==> config.mk <==
export PLATFORM = sky130hd
export DESIGN_NAME = axi_write_ctrl
export DESIGN_NICKNAME = d
export VERILOG_FILES = /design/src/hw/axi_mem_pkg.sv /design/src/hw/axi_write_ctrl.sv
export SDC_FILE = /design/constraint.sdc
export NUM_CORES = 1
export LEC_CHECK = 0
export ABC_AREA = 1
export BUFFER_PORTS_ARGS = -buffer_cell sky130_fd_sc_hd__buf_2
export CAP_MARGIN = 20
export CORE_MARGIN = 5
export CORE_UTILIZATION = 41
export CTS_CLUSTER_DIAMETER = 100
export DETAILED_ROUTE_END_ITERATION = 10
export GPL_ROUTABILITY_DRIVEN = 0
export GPL_TIMING_DRIVEN = 0
export PLACE_DENSITY_LB_ADDON = 0.05
export SLEW_MARGIN = 20
export SYNTH_ARGS = -nofsm -noshare
export SYNTH_HDL_FRONTEND = slang
export SYNTH_SLANG_ARGS = --single-unit
export TNS_END_PERCENT = 5
==> constraint.sdc <==
create_clock -name aclk -period 3.85 [get_ports aclk]
set_clock_uncertainty 0.15 [all_clocks]
set_input_delay 0.385 -clock aclk [delete_from_list [all_inputs] [get_ports aclk]]
set_output_delay 0.385 -clock aclk [all_outputs]
set_load 0.02 [all_outputs]
==> src/hw/axi_mem_pkg.sv <==
package axi_mem_pkg;

  // Response codes on B and R
  localparam logic [1:0] resp_okay   = 2'b00;
  localparam logic [1:0] resp_slverr = 2'b10;  // Unsupported burst or size
  localparam logic [1:0] resp_decerr = 2'b11;  // Beat beyond the memory

  // Burst codes on awburst and arburst; 2'b11 is reserved
  localparam logic [1:0] burst_fixed = 2'b00;
  localparam logic [1:0] burst_incr  = 2'b01;
  localparam logic [1:0] burst_wrap  = 2'b10;  // Answered with SLVERR

  // awlen and arlen width, 1 to 16 beats
  localparam int len_w = 4;

endpackage

==> src/hw/axi_write_ctrl.sv <==
`timescale 1ns/1ps

module axi_write_ctrl #(
  parameter int data_w    = 32,
  parameter int addr_w    = 32,
  parameter int id_w      = 4,
  parameter int mem_words = 256
) (
  input  logic                          aclk,
  input  logic                          aresetn,
  input  logic [id_w-1:0]               awid,
  input  logic [addr_w-1:0]             awaddr,
  input  logic [axi_mem_pkg::len_w-1:0] awlen,
  input  logic [2:0]                    awsize,
  input  logic [1:0]                    awburst,
  input  logic                          awvalid,
  output logic                          awready,
  input  logic [data_w-1:0]             wdata,
  input  logic [data_w/8-1:0]           wstrb,
  input  logic                          wlast,
  input  logic                          wvalid,
  output logic                          wready,
  output logic [id_w-1:0]               bid,
  output logic [1:0]                    bresp,
  output logic                          bvalid,
  input  logic                          bready,
  output logic                          mem_we,
  output logic [$clog2(mem_words)-1:0]  mem_waddr,
  output logic [data_w-1:0]             mem_wdata,
  output logic [data_w/8-1:0]           mem_wstrb
);

  localparam int lsb    = $clog2(data_w / 8);
  localparam int word_w = addr_w - lsb;

  localparam logic [1:0] st_idle = 2'd0;
  localparam logic [1:0] st_data = 2'd1;
  localparam logic [1:0] st_resp = 2'd2;

  logic [1:0]                    state;
  logic [word_w-1:0]             word_q;     // Word index of the current beat
  logic                          incr_q;
  logic                          unsup_q;    // Bad burst type or narrow size
  logic [axi_mem_pkg::len_w-1:0] len_q;
  logic [axi_mem_pkg::len_w:0]   cnt_q;      // One extra bit to see overrun
  logic [1:0]                    acc_q;      // Worst response so far
  logic [1:0]                    beat_resp;
  logic                          aw_fire;
  logic                          w_fire;

  assign aw_fire = awvalid && awready;
  assign w_fire  = wvalid && wready;

  always_comb begin
    if (unsup_q || cnt_q > {1'b0, len_q}) begin
      beat_resp = axi_mem_pkg::resp_slverr;
    end else if (word_q >= word_w'(mem_words)) begin
      beat_resp = axi_mem_pkg::resp_decerr;
    end else begin
      beat_resp = axi_mem_pkg::resp_okay;
    end
  end

  always_ff @(posedge aclk) begin
    if (!aresetn) begin
      state   <= st_idle;
      awready <= 1'b1;
      wready  <= 1'b0;
      bvalid  <= 1'b0;
    end else begin
      case (state)
        st_idle: if (aw_fire) begin
          awready <= 1'b0;
          state   <= st_data;
        end
        st_data: if (w_fire && wlast) begin  // wlast closes the burst
          wready <= 1'b0;
          bvalid <= 1'b1;
          state  <= st_resp;
        end else begin
          wready <= 1'b1;  // One idle cycle after AW
        end
        default: if (bvalid && bready) begin
          bvalid  <= 1'b0;
          awready <= 1'b1;
          state   <= st_idle;
        end
      endcase
    end
  end

  always_ff @(posedge aclk) begin
    if (aw_fire) begin
      bid     <= awid;
      word_q  <= awaddr[addr_w-1:lsb];
      incr_q  <= (awburst == axi_mem_pkg::burst_incr);
      unsup_q <= !(awburst inside {axi_mem_pkg::burst_incr, axi_mem_pkg::burst_fixed}) ||
                 (awsize != 3'(lsb));
      len_q   <= awlen;
      cnt_q   <= '0;
      acc_q   <= axi_mem_pkg::resp_okay;
    end else if (w_fire) begin
      cnt_q <= cnt_q + 1'b1;
      if (incr_q) begin
        word_q <= word_q + 1'b1;  // FIXED stays put
      end
      if (beat_resp != axi_mem_pkg::resp_okay) begin
        acc_q <= beat_resp;
      end
      if (wlast) begin
        bresp <= (beat_resp != axi_mem_pkg::resp_okay) ? beat_resp : acc_q;
      end
    end
  end

  assign mem_we    = w_fire && (beat_resp == axi_mem_pkg::resp_okay);
  assign mem_waddr = word_q[$clog2(mem_words)-1:0];
  assign mem_wdata = wdata;
  assign mem_wstrb = wstrb;

endmodule

==> results.yml <==
status:
  status: "finished clean"
sta:
  finalCriticalPeriod_ps: 2280
  rsz0062_at_grt: "no"
  finalMaxSlewViolations: 0
  timing.fmax_mhz: 440
  setup_ws_ps: 1570
  finalCritPeriodShare_pct: 59.1
  setup_tns_ps: 0
  hold_ws_ps: 91.5
  max-slew-margin-rel_pct: 51.4
  setup_viol: 0
  tightest_slew_ps: 727
  hold_viol: 0
power_and_ir_drop:
  switching_share_pct: 32.0
  powerDensity_nw_per_um2: 323
  pwr-share-comb_pct: 23.4
  p_clk_share_pct: 23.9
  p_sw_mw: 0.450
  finalPower_mw: 1.41
  peakVddDrop_mv: 0.185
  p_seq_share_pct: 52.7
  p_int_mw: 0.957
  leakage_nw: 2.00
global_route:
  grt_max_degree: 31
  grt_pass1_wl_um: 14800
  grt-ovfl-total: 0
  grt_pass1_vias: 3179
  antenna_found_initial: 0
  grt_usage_pct: 16.1
finish:
  final_common_cell: "nand2_1"
  drive_gt1_share_pct: 33.4
  final_cell_mix: "nand2_1 (148), buf_2 (107), nor2_1 (61), buf_4 (44), edfxtp_1 (42)"
  layout.nets: 667
  area_growth_pct: 20.4
  antenna_cells: 0
  fill_cells: 905
die:
  die_area_um2: 10800
  die_w_um: 104
  start_util_pct: 41.7
  core-area_um2: 8680
  dieHeight_um: 104
  ioPinCount: 141
  num_rows: 34
yosys:
  syn_area_um2: 3620
  synth_cell_types: 34
  ys_seq_elements: 54
  avgSynthCellArea_um2: 7.80
  synthArstFlopShare_pct: 0
  synth_edf_count: 42
  ys.flop_type: "edfxtp_1"
  synth_nets: 558
  yosys_warnings: 0
  synthCells: 464
  yosysSeqAreaShare_pct: 41.5
clocking:
  cts_sinks: 54
  postCtsSetupBuffers: 0
  clk_latency_ps: 310
  clk_transition_reported_paths_ps: 110
  cts_made_buffers: 5
  cts_hold_buf: 0
  clk_path_buf_depth: 2
  htreeDepth: 2
  post_cts_resized: 0
  cts_tree: "done"
  root_buffer: "clkbuf_8"
setup_path:
  crit_required_ps: 3310
  arrival_ps: 1740
  start_kind: "flip-flop"
  endpoint_kind: "primary output"
  crit_type: "flip-flop to primary output"
  cp_max_fo: 6
routing:
  wl_um: 8690
  drc: 0
  via_count: 3185
  route.antenna.remaining_nets: 0
  dr.first_iter.drc_count: 139
  post_drt_via_cell_ratio: 4.67
  firstDrtPassIters: 4
  detail_route.wl_per_cell_um: 12.7
place:
  hpwlAfterDp_um: 6980
  pre_cts_ws_ps: 1590
  portBuffers: 102
worst_hold_path:
  min_path_type: "input pin to flip-flop"
job:
  cap_violations: 0
==> final timing paths <==
kind                             endpoint  depth (start not counted)  slack (ps)  startpoint
worst max-delay path               mem_we                          8        1570  word_q[14]
worst min-delay path             len_q[1]                          1          90    awlen[1]
worst max register to register  word_q[6]                          3        1820     awready
worst min register to register     wready                          2         340      wready
==> final cells by class <==
cell class | count | area (um2) | area share [%]
Buffer | 50 | 359 | 8.24
Clock buffer | 5 | 68.8 | 1.58
Clock inverter | 3 | 21.3 | 0.488
Inverter | 35 | 133 | 3.04
Multi-Input combinational cell | 325 | 1630 | 37.4
Sequential cell | 54 | 1500 | 34.5
Tap cell | 108 | 135 | 3.10
Timing Repair Buffer | 102 | 510 | 11.7
==> stage by stage <==
stage | utilization (%) | cell area, um2 | instances
2_1_floorplan | - | 3620 | 464
3_3_place_gp | 49.1 | 4270 | 674
3_5_place_dp | 49.2 | 4270 | 674
4_1_cts | 50.2 | 4360 | 682
5_1_grt | 50.2 | 4360 | 682
6_report | 50.2 | 4360 | 682
==> power groups by stage <==
stage	sequential, mW	clock (mW)	combinational (mW)
after floorplan	0.746	0	0.235
after global placement	0.755	0	0.328
after detailed placement	0.756	0	0.334
after CTS	0.743	0.347	0.335
after global routing	0.751	0.363	0.372
final	0.742	0.337	0.329
==> critical path: stages, from the launching register on <==
cell and delay (ps):
edfxtp_1 500, inv_1 120, nand3_1 80, nor2_1 190, nand2_1 80, nor2_1 90
nand3_1 110, nor2_1 90, buf_2 160
==> metal layers <==
| layer | wire length, um | up-vias | track usage [%] | share of wire (%) |
|---|---|---|---|---|
| met1 | 3860 | 1418 | 20.3 | 44 |
| li1 | - | 1667 | - | - |
| met3 | 544 | 5 | 3.79 | 6.3 |
| met4 | 43 | 0 | 2.31 | 0.49 |
| met2 | 4240 | 95 | 28.6 | 49 |
| met5 | 0 | - | 0 | 0 |
==> cells in the mapped netlist, types with 5 or more instances <==
cell type	number	area, um2
a21oi_1	12	60.1
buf_2	5	25.0
buf_4	44	330
dfxtp_1	12	240
edfxtp_1	42	1260
ha_1	7	87.6
inv_1	32	120
nand2_1	149	559
nand2_2	7	43.8
nand3_1	22	110
nand3b_1	9	67.6
nand4_1	6	37.5
nor2_1	61	229
nor2_2	5	31.3
nor2_4	8	90.1
o21ai_0	8	40.0
xnor2_1	6	52.6
==> sequential cells by signal (all words and copies together), names as in the netlist, 2 cells and up <==
register,cells
state,2
bid,4
bresp,2
cnt_q,5
acc_q,2
len_q,4
word_q,30
==> kinds of logic (layout without fill, tap and decap cells) <==
group / Yosys count / after routing / share of synthesized area [%]
flops: 54 / 54 / 41.5
fa+ha+maj: 7 / 7 / 2.42
buf+inv: 85 / 195 / 13.6
xor+xnor: 10 / 10 / 2.42
compound gates: 32 / 32 / 5.18
simple gates: 276 / 276 / 34.9
Note: power is estimated with default switching activity, not from simulation.
