==> src/hw/axi_mem_pkg.sv <==
package axi_mem_pkg;

  // Response codes on B and R
  localparam logic [1:0] resp_okay   = 2'b00;
  localparam logic [1:0] resp_slverr = 2'b10;  // Unsupported burst or size
  localparam logic [1:0] resp_decerr = 2'b11;  // Beat beyond the memory

  // Burst codes on awburst and arburst; 2'b11 is reserved
  localparam logic [1:0] burst_fixed = 2'b00;
  localparam logic [1:0] burst_incr  = 2'b01;
  localparam logic [1:0] burst_wrap  = 2'b10;  // Answered with SLVERR

  // awlen and arlen width, 1 to 16 beats
  localparam int len_w = 4;

endpackage

==> src/hw/axi_read_ctrl.sv <==
`timescale 1ns/1ps

module axi_read_ctrl #(
  parameter int data_w    = 32,
  parameter int addr_w    = 32,
  parameter int id_w      = 4,
  parameter int mem_words = 256
) (
  input  logic                          aclk,
  input  logic                          aresetn,
  input  logic [id_w-1:0]               arid,
  input  logic [addr_w-1:0]             araddr,
  input  logic [axi_mem_pkg::len_w-1:0] arlen,
  input  logic [2:0]                    arsize,
  input  logic [1:0]                    arburst,
  input  logic                          arvalid,
  output logic                          arready,
  output logic [id_w-1:0]               rid,
  output logic [data_w-1:0]             rdata,
  output logic [1:0]                    rresp,
  output logic                          rlast,
  output logic                          rvalid,
  input  logic                          rready,
  output logic [$clog2(mem_words)-1:0]  mem_raddr,
  input  logic [data_w-1:0]             mem_rdata
);

  localparam int lsb    = $clog2(data_w / 8);
  localparam int word_w = addr_w - lsb;

  logic                          busy;
  logic [word_w-1:0]             word_q;   // Word index of the next beat to load
  logic                          incr_q;
  logic                          unsup_q;
  logic [axi_mem_pkg::len_w-1:0] len_q;
  logic [axi_mem_pkg::len_w-1:0] cnt_q;
  logic [1:0]                    beat_resp;
  logic                          ar_fire;
  logic                          load;

  assign ar_fire = arvalid && arready;
  // First beat, or next beat once the current one is taken
  assign load    = busy && (!rvalid || (rready && !rlast));

  always_comb begin
    if (unsup_q) begin
      beat_resp = axi_mem_pkg::resp_slverr;
    end else if (word_q >= word_w'(mem_words)) begin
      beat_resp = axi_mem_pkg::resp_decerr;
    end else begin
      beat_resp = axi_mem_pkg::resp_okay;
    end
  end

  always_ff @(posedge aclk) begin
    if (!aresetn) begin
      busy    <= 1'b0;
      arready <= 1'b1;
      rvalid  <= 1'b0;
    end else if (ar_fire) begin
      arready <= 1'b0;
      busy    <= 1'b1;
    end else if (rvalid && rready && rlast) begin
      rvalid  <= 1'b0;
      arready <= 1'b1;
      busy    <= 1'b0;
    end else if (load) begin
      rvalid <= 1'b1;
    end
  end

  always_ff @(posedge aclk) begin
    if (ar_fire) begin
      rid     <= arid;
      word_q  <= araddr[addr_w-1:lsb];
      incr_q  <= (arburst == axi_mem_pkg::burst_incr);
      unsup_q <= !(arburst inside {axi_mem_pkg::burst_incr, axi_mem_pkg::burst_fixed}) ||
                 (arsize != 3'(lsb));
      len_q   <= arlen;
      cnt_q   <= '0;
    end else if (load) begin
      rdata <= (beat_resp == axi_mem_pkg::resp_okay) ? mem_rdata : '0;  // Zero on error
      rresp <= beat_resp;
      rlast <= (cnt_q == len_q);
      cnt_q <= cnt_q + 1'b1;
      if (incr_q) begin
        word_q <= word_q + 1'b1;
      end
    end
  end

  assign mem_raddr = word_q[$clog2(mem_words)-1:0];

endmodule

==> config.mk <==
export PLATFORM = sky130hd
export DESIGN_NAME = axi_read_ctrl
export DESIGN_NICKNAME = d
export VERILOG_FILES = /design/src/hw/axi_mem_pkg.sv /design/src/hw/axi_read_ctrl.sv
export SDC_FILE = /design/constraint.sdc
export NUM_CORES = 1
export LEC_CHECK = 0
export BUFFER_PORTS_ARGS = -buffer_cell sky130_fd_sc_hd__clkbuf_2
export CELL_PAD_IN_SITES_DETAIL_PLACEMENT = 1
export CELL_PAD_IN_SITES_GLOBAL_PLACEMENT = 1
export CORE_MARGIN = 8
export CORE_UTILIZATION = 39
export DETAILED_ROUTE_END_ITERATION = 16
export GPL_TIMING_DRIVEN = 0
export PLACE_DENSITY = 0.92
export RECOVER_POWER = 25
export SETUP_SLACK_MARGIN = 0.2
export SLEW_MARGIN = 0
export SYNTH_ARGS = -nofsm -noshare
export SYNTH_HDL_FRONTEND = slang
export SYNTH_SLANG_ARGS = --single-unit
==> constraint.sdc <==
create_clock -name aclk -period 2.86 [get_ports aclk]
set_input_delay 0.572 -clock aclk [delete_from_list [all_inputs] [get_ports aclk]]
set_output_delay 0.572 -clock aclk [all_outputs]
set_load 0.03 [all_outputs]
==> reports/qor.csv, run 1 <==
stage;metric;value;unit
placed_design;dpl cell area;4770;um^2
synthesis;largest area contributor in the netlist;edfxtp_1;
sta;TNS Setup;0;ns
layout;area grow syn2layout;25.6;%
setup_path;CP max stage cell;or4_1;
synthesis;largest family of logic cells by synthesized area;simple AND/OR/NAND/NOR gates;
sta;Final WS setup;0.333;ns
grt;initial antenna violation count;0;
job;max-cap violations;0;
route;Avg WL per Cell;18.8;um
synthesis;post-synthesis sequential area ratio;0.603;
floorplan;I/O pins;130;
synthesis;synthesized cell area;3970;um^2
route;# DRC;0;
clock_tree;clk_lat worst skew;0.36;ns
sta;Slew Viols, Final;0;
sta;final hold viol count;0;
layout;share of cells above drive strength 1;0.257;
floorplan;die extent in x;117;um
floorplan;Die Area;13700;um^2
placed_design;I/O Buffers;127;
synthesis;post-synth cell types;41;
placed_design;Detail Placement HPWL;8920;um
synthesis;Compound-Gate Fraction of Synth Area;0.0833;
clock_tree;TritonCTS buffer count;9;
sta;Setup Viol. Count Final;0;
synthesis;largest cells by area after synthesis;edfxtp_1 (57%), and2_1 (5.5%), dfxtp_1 (3.5%);
layout;Sequential Area;2390;um^2
route;vias per inst;5.29;
power_and_ir_drop;VDD IR max;0.283;mV
grt;largest net degree at the start of global routing;37;
grt;first-pass GRT wire length;18100;um
synthesis;Synth Area in Adders;0.00946;
layout;Final Cell Area;4980;um^2
clock_tree;Clock Tree Root;clkbuf_8;
sta;RSZ-0062 raised after global routing;false;
outcome;status;finished, final reports clean;
setup_path;critical path's largest stage delay;0.52;ns
route;via count;3330;
placed_design;DP Worst Slack;0.0602;ns
layout;Filler Cell Count;1197;
synthesis;Cells after Synth;348;
clock_tree;clock slew at reported path FFs;0.10;ns
route;DRT Pass-1 Iters;4;
synthesis;synthesized area per cell;11.4;um^2
grt;GRT Residual Overflow;0;
clock_tree;CTS resizes;0;
synthesis;syn_nets;432;
sta;Slew headroom;0.383;
setup_path;critical path type;reg -> reg;
layout;fin util;0.494;
floorplan;Core ar.;10100;um^2
sta;Fmax achieved;396;MHz
synthesis;Post-synth EDFFs;75;
sta;skew final;0.0117;ns
synthesis;Commonest cells post-synth;edfxtp_1 (75), and2_1 (35), nand2_1 (35);
synthesis;#FFs+latches synth;82;
layout;Layout Nets;573;
layout;ANT cells;0;
grt;Tot GR Track Use;0.170;
clock_tree;CTS tree;done;
synthesis;Synth Warn #;0;
route;post-route ant nets;0;
floorplan;Chip Height;117;um
power_and_ir_drop;PwrDens;600;nW/um^2
setup_path;Crit path arrival time;2.73;ns
worst_hold_path;Hold WC Path Type;in -> reg;
synthesis;fraction of registers with async set/reset;0;
floorplan;standard-cell rows;37;
sta;fin crit share;0.884;
placed_design;gp weighted congestion;0.830;
layout;area taken by multi-input logic gates;1420;um^2
setup_path;CP cell instances;ha_1 > nand4_1 > or4_1 > buf_2 > or4_1 > a31oi_1;
power_and_ir_drop;Leak;1.85;nW
synthesis;multiplexer area fraction after synthesis;0.00252;
grt;vias in the first global route;3632;
route;final WL;11800;um
synthesis;Synth Area in Simple Gates;0.217;
synthesis;ys flop type;edfxtp_1;
setup_path;Critical Path Sink Type;flop;
sta;Tmin final;2.53;ns
setup_path;CP startpoint kind;flop;
setup_path;most frequent CP cell;or4_1;
clock_tree;CTS sink cnt;82;
clock_tree;CTS H-Tree Depth;3;
floorplan;initial core utilization;0.393;
clock_tree;clock buffer depth;2;
setup_path;Critical Path RT;3.06;ns
route;Starting DRT DRC Count;155;
synthesis;post-synthesis xor/xnor area fraction;0.0442;
sta;worst-margin pin slew;0.926;ns
setup_path;critical-path maximum fanout;7;
synthesis;most frequent cell after synthesis;edfxtp_1;
synthesis;post-synth top area share;0.568;
clock_tree;CTS Hold Bufs;0;
[power by group]
part | total, mW | switching, mW | internal [mW]
Clock | 0.996 | 0.486 | 0.509
Combinational | 0.467 | 0.302 | 0.165
Sequential | 1.53 | 0.0948 | 1.43
[through the flow]
| step | hold WS [ns] | total power [mW] | cells |
|---|---|---|---|
| floorplan | 0.504 | 1.83 | 348 |
| global placement | 0.523 | 1.99 | 611 |
| detailed placement | 0.536 | 2.03 | 611 |
| CTS | 0.372 | 3.00 | 627 |
| finish | 0.375 | 2.99 | 630 |
| global route | 0.365 | 3.10 | 630 |
[worst max-delay path, delay by kind of cell (launching register included)]
family,cells,cell delay [ns]
AOI/OAI and AO/OA,1,0.19
buffers and inverters,1,0.18
DFF,1,0.44
adders and majority gates,1,0.28
and+or+nand+nor,3,1.29
[what timing repair did]
item	4_1_cts	5_1_grt
endpoints found under the setup margin	0	2
setup buffers	0	3
hold endpoints to repair	0	0
[sequential cells by signal, summed over array words and instances, names as in the netlist]
register and flops:
arready 1, busy 1, cnt_q 4, incr_q 1
len_q 4, rdata 32, rid 4, rlast 1
rresp 2, rvalid 1, unsup_q 1, word_q 30
[placed cells by master, fill, tap and decap left out, types with 2 or more instances in the layout]
master and instances:
clkbuf_2 91, edfxtp_1 75, clkbuf_1 48, nand2_1 34, and2_1 34, nor2_1 22
o21ai_0 18, a31oi_1 14, nor4_1 13, xnor2_1 12, buf_4 11, inv_1 10
or4_1 10, nand3_1 10, nand4_1 9, clkbuf_8 9, xor2_1 8, o31ai_1 7
dfxtp_1 7, nor3_1 5, or3_1 4, and4_1 3, a21oi_1 3, ha_1 3
inv_6 3, buf_1 2, buf_2 2, and3_1 2, o31a_1 2, nand2b_1 2
or4b_2 2, a211oi_1 2, bufinv_16 2
[layout make-up]
type,count,area share
tap,136,0.0342
clock buffer,9,0.0249
clock inverter,7,0.0213
buffer,24,0.0249
timing repair buffer,130,0.123
sequential,82,0.480
inverter,10,0.00753
multi-input combinational,232,0.284
[metal layers]
layer / part of all wire / global-route usage / up-vias
li1: - / - / 1567
met1: 0.40 / 0.194 / 1661
met2: 0.54 / 0.313 / 86
met3: 0.042 / 0.0236 / 16
met4: 0.020 / 0.0700 / 0
met5: 0 / 0 / -
[worst paths after layout]
kind | startpoint | end | slack [ns] | cells after the start
min reg2reg | arready | arready | 0.56 | 2
max reg2reg | word_q[0] | word_q[22] | 0.33 | 6
max | word_q[0] | word_q[22] | 0.33 | 6
min | arlen[0] | len_q[0] | 0.37 | 1
[cells by family (layout without fill, tap and decap cells)]
kind of cell	after synthesis	after routing
AND/OR/NAND/NOR	156	156
flip-flops	82	82
AO/OA/AOI/OAI	52	52
buffers and inverters	34	180
XOR/XNOR	20	20
adder cells (fa/ha/maj)	3	3
multiplexers	1	1
No activity file was read; power rests on OpenSTA's default activity.
==> run 2, diff against run 1 <==
--- a/config.mk
+++ b/config.mk
@@ -9,10 +9,10 @@
 export CELL_PAD_IN_SITES_DETAIL_PLACEMENT = 1
 export CELL_PAD_IN_SITES_GLOBAL_PLACEMENT = 1
 export CORE_MARGIN = 8
-export CORE_UTILIZATION = 39
+export CORE_UTILIZATION = 25
 export DETAILED_ROUTE_END_ITERATION = 16
 export GPL_TIMING_DRIVEN = 0
-export PLACE_DENSITY = 0.92
+export PLACE_DENSITY = 0.67
 export RECOVER_POWER = 25
 export SETUP_SLACK_MARGIN = 0.2
 export SLEW_MARGIN = 0
==> run 2 against run 1 <==
- utilization fell by 17 points
- clock skew fell by 0.0044 ns
- clock power up 18%
- first-iteration DRC count shrank 15%
- via count is 4.1% lower
- flip-flop and latch count unchanged
- power is 5.8% higher
- global-route usage is 5.3 points lower
- highest routed layer unchanged
==> reports/qor.csv, run 2 (same netlist as run 1, synthesis figures left out) <==
stage;metric;value;unit;change
sta;Slew headroom;0.436;;was 0.383
power_and_ir_drop;VDD IR max;0.242;mV;was 0.283 mV
setup_path;critical-path maximum fanout;7;;unchanged
clock_tree;CTS Hold Bufs;0;;unchanged
clock_tree;TritonCTS buffer count;9;;unchanged
route;final WL;11500;um;was 11800 um
setup_path;CP cell instances;ha_1 > nand4_1 > or4_1 > buf_2 > or4_1 > a31oi_1;;unchanged
grt;met3 usage;0.0346;;was 0.0236
clock_tree;CTS sink cnt;82;;unchanged
floorplan;die extent in x;142;um;was 117 um
grt;largest net degree at the start of global routing;37;;unchanged
setup_path;critical path type;reg -> reg;;unchanged
placed_design;Detail Placement HPWL;8630;um;was 8920 um
setup_path;CP bufs+invs;1;;unchanged
setup_path;reg2reg start;word_q[0];;unchanged
layout;most flop-heavy register;rdata;;unchanged
power_and_ir_drop;Final Power;3.16;mW;was 2.99 mW
sta;Slew Viols, Final;0;;unchanged
worst_hold_path;hold path cells;1;;unchanged
sta;Setup Viol. Count Final;0;;unchanged
sta;final hold viol count;0;;unchanged
setup_path;CP startpoint kind;flop;;unchanged
sta;Tmin final;2.52;ns;was 2.53 ns
layout;ANT cells;0;;unchanged
sta;Fmax achieved;397;MHz;was 396 MHz
clock_tree;setup bufs post-CTS;0;;unchanged
route;DRT Pass-1 Iters;4;;unchanged
floorplan;I/O pins;130;;unchanged
grt;global route hottest layer;met2;;unchanged
route;Avg WL per Cell;16.3;um;was 18.8 um
clock_tree;clock buffer depth;2;;unchanged
route;vias per inst;4.51;;was 5.29
layout;share of cells above drive strength 1;0.246;;was 0.257
sta;worst-margin pin slew;0.845;ns;was 0.926 ns
route;# DRC;0;;unchanged
grt;initial antenna violation count;0;;unchanged
setup_path;Critical Path Sink Type;flop;;unchanged
clock_tree;clock slew at reported path FFs;0.06;ns;was 0.10 ns
setup_path;Reg2Reg Depth;6;;unchanged
grt;GRT Residual Overflow;0;;unchanged
route;via count;3192;;was 3330
outcome;status;finished, final reports clean;;unchanged
clock_tree;CTS tree;done;;unchanged
sta;Hold WS;0.398;ns;was 0.375 ns
route;post-route ant nets;0;;unchanged
setup_path;Crit path arrival time;2.71;ns;was 2.73 ns
grt;vias in the first global route;3452;;was 3632
grt;met1 Use GR;0.144;;was 0.194
grt;Tot GR Track Use;0.117;;was 0.170
power_and_ir_drop;PwrDens;617;nW/um^2;was 600 nW/um^2
setup_path;most frequent CP cell;or4_1;;unchanged
setup_path;CP top delay family;simple AND/OR/NAND/NOR gates;;unchanged
sta;skew final;0.00734;ns;was 0.0117 ns
clock_tree;CTS H-Tree Depth;3;;unchanged
power_and_ir_drop;Leak;1.85;nW;about the same
grt;met2 GRT Util;0.186;;was 0.313
worst_hold_path;Hold WC Path Type;in -> reg;;unchanged
placed_design;dpl cell area;4870;um^2;was 4770 um^2
setup_path;critical path's largest stage delay;0.53;ns;was 0.52 ns
setup_path;CP max stage cell;or4_1;;unchanged
placed_design;gp weighted congestion;0.785;;was 0.830
layout;max FFs per register;32;;unchanged
layout;most frequent cells in the layout;clkbuf_2 (89), edfxtp_1 (75), clkbuf_1 (51);;was clkbuf_2 (91), edfxtp_1 (75), clkbuf_1 (48)
clock_tree;clk_lat worst skew;0.35;ns;was 0.36 ns
job;max-cap violations;0;;unchanged
layout;top flop regs;rdata x32, word_q x30;;unchanged
worst_hold_path;min-delay src;arid[3];;was arlen[0]
placed_design;I/O Buffers;127;;unchanged
layout;area grow syn2layout;29.3;%;was 25.6%
sta;RSZ-0062 raised after global routing;false;;unchanged
setup_path;worst r2r dst;word_q[24];;was word_q[22]
layout;most common cell after layout, fill and taps aside;clkbuf_2;;unchanged
setup_path;r2r setup slk;0.34;ns;was 0.33 ns
clock_tree;Clock Tree Root;clkbuf_16;;was clkbuf_8
floorplan;Core ar.;15700;um^2;was 10100 um^2
grt;first-pass GRT wire length;18300;um;was 18100 um
sta;fin crit share;0.881;;was 0.884
floorplan;Die Area;20200;um^2;was 13700 um^2
worst_hold_path;Min-Delay Endpoint;rid[3];;was len_q[0]
layout;Layout Nets;570;;was 573
setup_path;Critical Path RT;3.05;ns;was 3.06 ns
floorplan;Chip Height;142;um;was 117 um
floorplan;initial core utilization;0.252;;was 0.393
layout;Final Cell Area;5130;um^2;was 4980 um^2
floorplan;standard-cell rows;46;;was 37
route;Starting DRT DRC Count;131;;was 155
==> run 2: changes by cell type in the layout (fill, tap and decap cells not counted), sizes merged <==
cell,delta
clkinv,+1
bufinv,-1
buf,-4
clkbuf,+1
inv,-3
clkinvlp,+3
==> run 2: what timing repair did <==
| item | CTS | global route |
|---|---|---|
| endpoints found under the hold margin | 0 | 0 |
| setup endpoints to repair | 30 | 33 |
| resized for setup | 1 | 3 |
==> run 2: per-layer routing <==
layer | share of wire | wire length [um]
met4 | 0.024 | 274
met2 | 0.46 | 5360
met3 | 0.052 | 598
met5 | 0 | 0
met1 | 0.46 | 5310
==> run 2: how the worst max path moves through the flow <==
| stage | depth (start not counted) | endpoint | start | slack, ns |
|---|---|---|---|---|
| after CTS | 6 | rresp[1] | word_q[19] | 0.29 |
| final | 6 | word_q[24] | word_q[0] | 0.34 |
| after global placement | 4 | rdata[14] | rready | -0.14 |
| after detailed placement | 4 | word_q[23] | arvalid | -0.01 |
| after global routing | 6 | word_q[24] | word_q[0] | 0.24 |
| after floorplan | 3 | rdata[0] | rlast | 0.44 |
==> run 2: final cells by class <==
cell class / instances / area (um^2)
fill: 1826 / 10600
sequential: 82 / 2390
multi-input combinational: 232 / 1420
timing repair buffer: 127 / 586
tap: 216 / 270
clock buffer: 9 / 225
buffer: 24 / 125
clock inverter: 7 / 68.8
inverter: 10 / 37.5
==> run 2: power by group <==
| group | internal (mW) | switching (mW) | total [mW] |
|---|---|---|---|
| clock network | 0.674 | 0.503 | 1.18 |
| registers | 1.43 | 0.0922 | 1.52 |
| logic | 0.164 | 0.298 | 0.462 |
==> run 2: per-stage QoR <==
step | TNS, ns | util | setup WS [ns] | instances
global route | 0 | 0.326 | 0.240 | 707
finish | 0 | 0.326 | 0.340 | 707
detailed placement | -0.284 | 0.310 | -0.0109 | 691
floorplan | 0 | - | 0.443 | 348
CTS | 0 | 0.329 | 0.288 | 707
global placement | -4.66 | 0.310 | -0.135 | 691
==> run 3, diff against run 2 <==
==> constraint.sdc (replaced) <==
create_clock -name aclk -period 2.39 [get_ports aclk]
set_input_delay 0.478 -clock aclk [delete_from_list [all_inputs] [get_ports aclk]]
set_output_delay 0.478 -clock aclk [all_outputs]
set_load 0.03 [all_outputs]
==> run 3 against run 2 <==
- via count is 5.6% higher
- sequential share of layout area decreased by 2.9 points
- non-clock buffer count rose by 27
- critical endpoint unchanged
- highest routed layer unchanged
==> reports/qor.csv, run 3 (same netlist as run 1, synthesis figures left out) <==
stage;metric;value;unit;change
outcome;status;finished, final reports clean;;unchanged
setup_path;CP max stage cell;or4_4;;was or4_1
grt;vias in the first global route;3656;;was 3452
floorplan;Die Area;20200;um^2;unchanged
sta;Tmin final;2.27;ns;was 2.52 ns
setup_path;Reg2Reg Depth;6;;unchanged
placed_design;gp weighted congestion;0.800;;was 0.785
clock_tree;CTS tree;done;;unchanged
sta;worst-margin pin slew;0.578;ns;was 0.845 ns
layout;most common cell after layout, fill and taps aside;clkbuf_2;;unchanged
sta;Slew headroom;0.615;;was 0.436
setup_path;crit path from;word_q[1];;was word_q[0]
setup_path;CP cell instances;ha_4 > nand4_1 > or4_4 > buf_6 > or4_1 > a31oi_1;;was ha_1 > nand4_1 > or4_1 > buf_2 > or4_1 > a31oi_1
layout;most flop-heavy register;rdata;;unchanged
setup_path;CP bufs+invs;1;;unchanged
floorplan;Core ar.;15700;um^2;unchanged
power_and_ir_drop;Leak;2.05;nW;was 1.85 nW
grt;first-pass GRT wire length;19400;um;was 18300 um
layout;share of cells above drive strength 1;0.320;;was 0.246
route;via count;3372;;was 3192
sta;Setup Viol. Count Final;0;;unchanged
route;Avg WL per Cell;16.8;um;was 16.3 um
placed_design;DP Cell Count;691;;unchanged
setup_path;CP top delay family;simple AND/OR/NAND/NOR gates;;unchanged
setup_path;critical-path maximum fanout;5;;was 7
route;vias per inst;4.59;;was 4.51
setup_path;Critical Path RT;2.58;ns;was 3.05 ns
route;final WL;12300;um;was 11500 um
floorplan;die extent in x;142;um;unchanged
clock_tree;CTS sink cnt;82;;unchanged
setup_path;r2r setup slk;0.12;ns;was 0.34 ns
job;max-cap violations;0;;unchanged
clock_tree;Clock Tree Root;clkbuf_16;;unchanged
setup_path;CP Depth;6;;unchanged
worst_hold_path;Hold WC Path Type;in -> reg;;unchanged
clock_tree;CTS H-Tree Depth;3;;unchanged
layout;Non-Filler Instances;734;;was 707
layout;top flop regs;rdata x32, word_q x30;;unchanged
setup_path;CP startpoint kind;flop;;unchanged
grt;GRT Residual Overflow;0;;unchanged
clock_tree;TritonCTS buffer count;9;;unchanged
floorplan;standard-cell rows;46;;unchanged
power_and_ir_drop;cell-internal power;2.89;mW;was 2.27 mW
setup_path;Crit path arrival time;2.47;ns;was 2.71 ns
power_and_ir_drop;PwrDens;735;nW/um^2;was 617 nW/um^2
route;post-route ant nets;0;;unchanged
grt;initial antenna violation count;0;;unchanged
layout;Filler Cell Count;1780;;was 1826
sta;fin crit share;0.951;;was 0.881
clock_tree;clock buffer depth;2;;unchanged
sta;skew final;0.00791;ns;was 0.00734 ns
floorplan;initial core utilization;0.252;;unchanged
layout;most frequent cells in the layout;clkbuf_2 (92), edfxtp_1 (75), clkbuf_1 (44);;was clkbuf_2 (89), edfxtp_1 (75), clkbuf_1 (51)
power_and_ir_drop;VDD IR max;0.301;mV;was 0.242 mV
layout;max FFs per register;32;;unchanged
sta;Slew Viols, Final;0;;unchanged
sta;final hold viol count;0;;unchanged
layout;ANT cells;0;;unchanged
power_and_ir_drop;Comb power frac;0.159;;was 0.146
route;DRT Pass-1 Iters;4;;unchanged
layout;area grow syn2layout;37.8;%;was 29.3%
power_and_ir_drop;Clock power frac;0.387;;was 0.372
clock_tree;clk_lat worst skew;0.35;ns;about the same
layout;Layout Nets;597;;was 570
power_and_ir_drop;Seq pwr share;0.454;;was 0.482
setup_path;critical path type;reg -> reg;;unchanged
setup_path;reg2reg start;word_q[1];;was word_q[0]
grt;largest net degree at the start of global routing;37;;unchanged
sta;Fmax achieved;440;MHz;was 397 MHz
setup_path;critical path's largest stage delay;0.60;ns;was 0.53 ns
clock_tree;clock slew at reported path FFs;0.07;ns;was 0.06 ns
layout;fin util;0.348;;was 0.326
sta;RSZ-0062 raised after global routing;true;;was false
setup_path;critical path endpoint;word_q[24];;unchanged
floorplan;Chip Height;142;um;unchanged
power_and_ir_drop;NetSw;1.13;mW;was 0.893 mW
placed_design;Detail Placement HPWL;8670;um;was 8630 um
worst_hold_path;min-delay src;arid[2];;was arid[3]
power_and_ir_drop;Switching Fraction;0.281;;was 0.282
route;# DRC;0;;unchanged
setup_path;worst r2r dst;word_q[24];;unchanged
grt;Tot GR Track Use;0.123;;was 0.117
floorplan;I/O pins;130;;unchanged
route;Starting DRT DRC Count;124;;was 131
placed_design;I/O Buffers;127;;unchanged
setup_path;Critical Path Sink Type;flop;;unchanged
## run 3: cell count changes in the layout (fill, tap and decap cells not counted), sizes merged
| cell | change |
|---|---|
| bufinv | +1 |
| clkinv | -1 |
| clkdlybuf4s18 | +1 |
| inv | +2 |
| clkinvlp | -2 |
| buf | +29 |
| clkbuf | -3 |
## run 3: cell type report
cell class | count | area [um^2] | area share
Sequential cell | 82 | 2390 | 0.438
Multi-Input combinational cell | 232 | 1490 | 0.273
Timing Repair Buffer | 154 | 791 | 0.145
Tap cell | 216 | 270 | 0.0495
Clock buffer | 9 | 225 | 0.0412
Buffer | 24 | 159 | 0.0291
Clock inverter | 7 | 98.8 | 0.0181
Inverter | 10 | 37.5 | 0.00687
## run 3: worst min path at each step
stage | end | slack [ns] | cells after the start
6_report | rid[2] | 0.31 | 1
5_1_grt | rid[0] | 0.29 | 1
2_1_floorplan | cnt_q[3] | 0.50 | 2
3_3_place_gp | arready | 0.53 | 2
4_1_cts | rid[3] | 0.29 | 1
3_5_place_dp | cnt_q[3] | 0.54 | 2
## run 3: metrics by stage
stage               worst slack (ns)  TNS, ns  power, mW  area, um^2  hold WS (ns)
floorplan                      0.202        0       2.19        3970         0.504
global placement              -0.314    -8.44       2.40        4880         0.526
detailed placement            -0.310    -9.15       2.43        4880         0.538
CTS                           0.0820        0       4.03        5360         0.291
global route                  0.0275        0       4.20        5460         0.289
finish                         0.117        0       4.02        5460         0.306
## run 3: power by group through the flow
stage / Combinational, mW / Clock [mW] / Sequential (mW)
floorplan: 0.292 / 0 / 1.90
global placement: 0.554 / 0 / 1.85
detailed placement: 0.573 / 0 / 1.85
CTS: 0.619 / 1.59 / 1.82
global route: 0.706 / 1.65 / 1.84
finish: 0.639 / 1.55 / 1.82
## run 3: what timing repair did
action	4_1_cts	5_1_grt
endpoints found under the setup margin	130	48
hold buffers	0	0
resized for setup	21	16
pin swaps	7	15
cloned	0	1
buffers inserted	10	16
## run 3: layer usage
layer	GRT usage	wire [um]	vias to the layer above
met4	0.0492	197	0
met1	0.151	5540	1650
met5	0	0	-
met3	0.0332	664	14
li1	-	-	1615
met2	0.202	5940	93
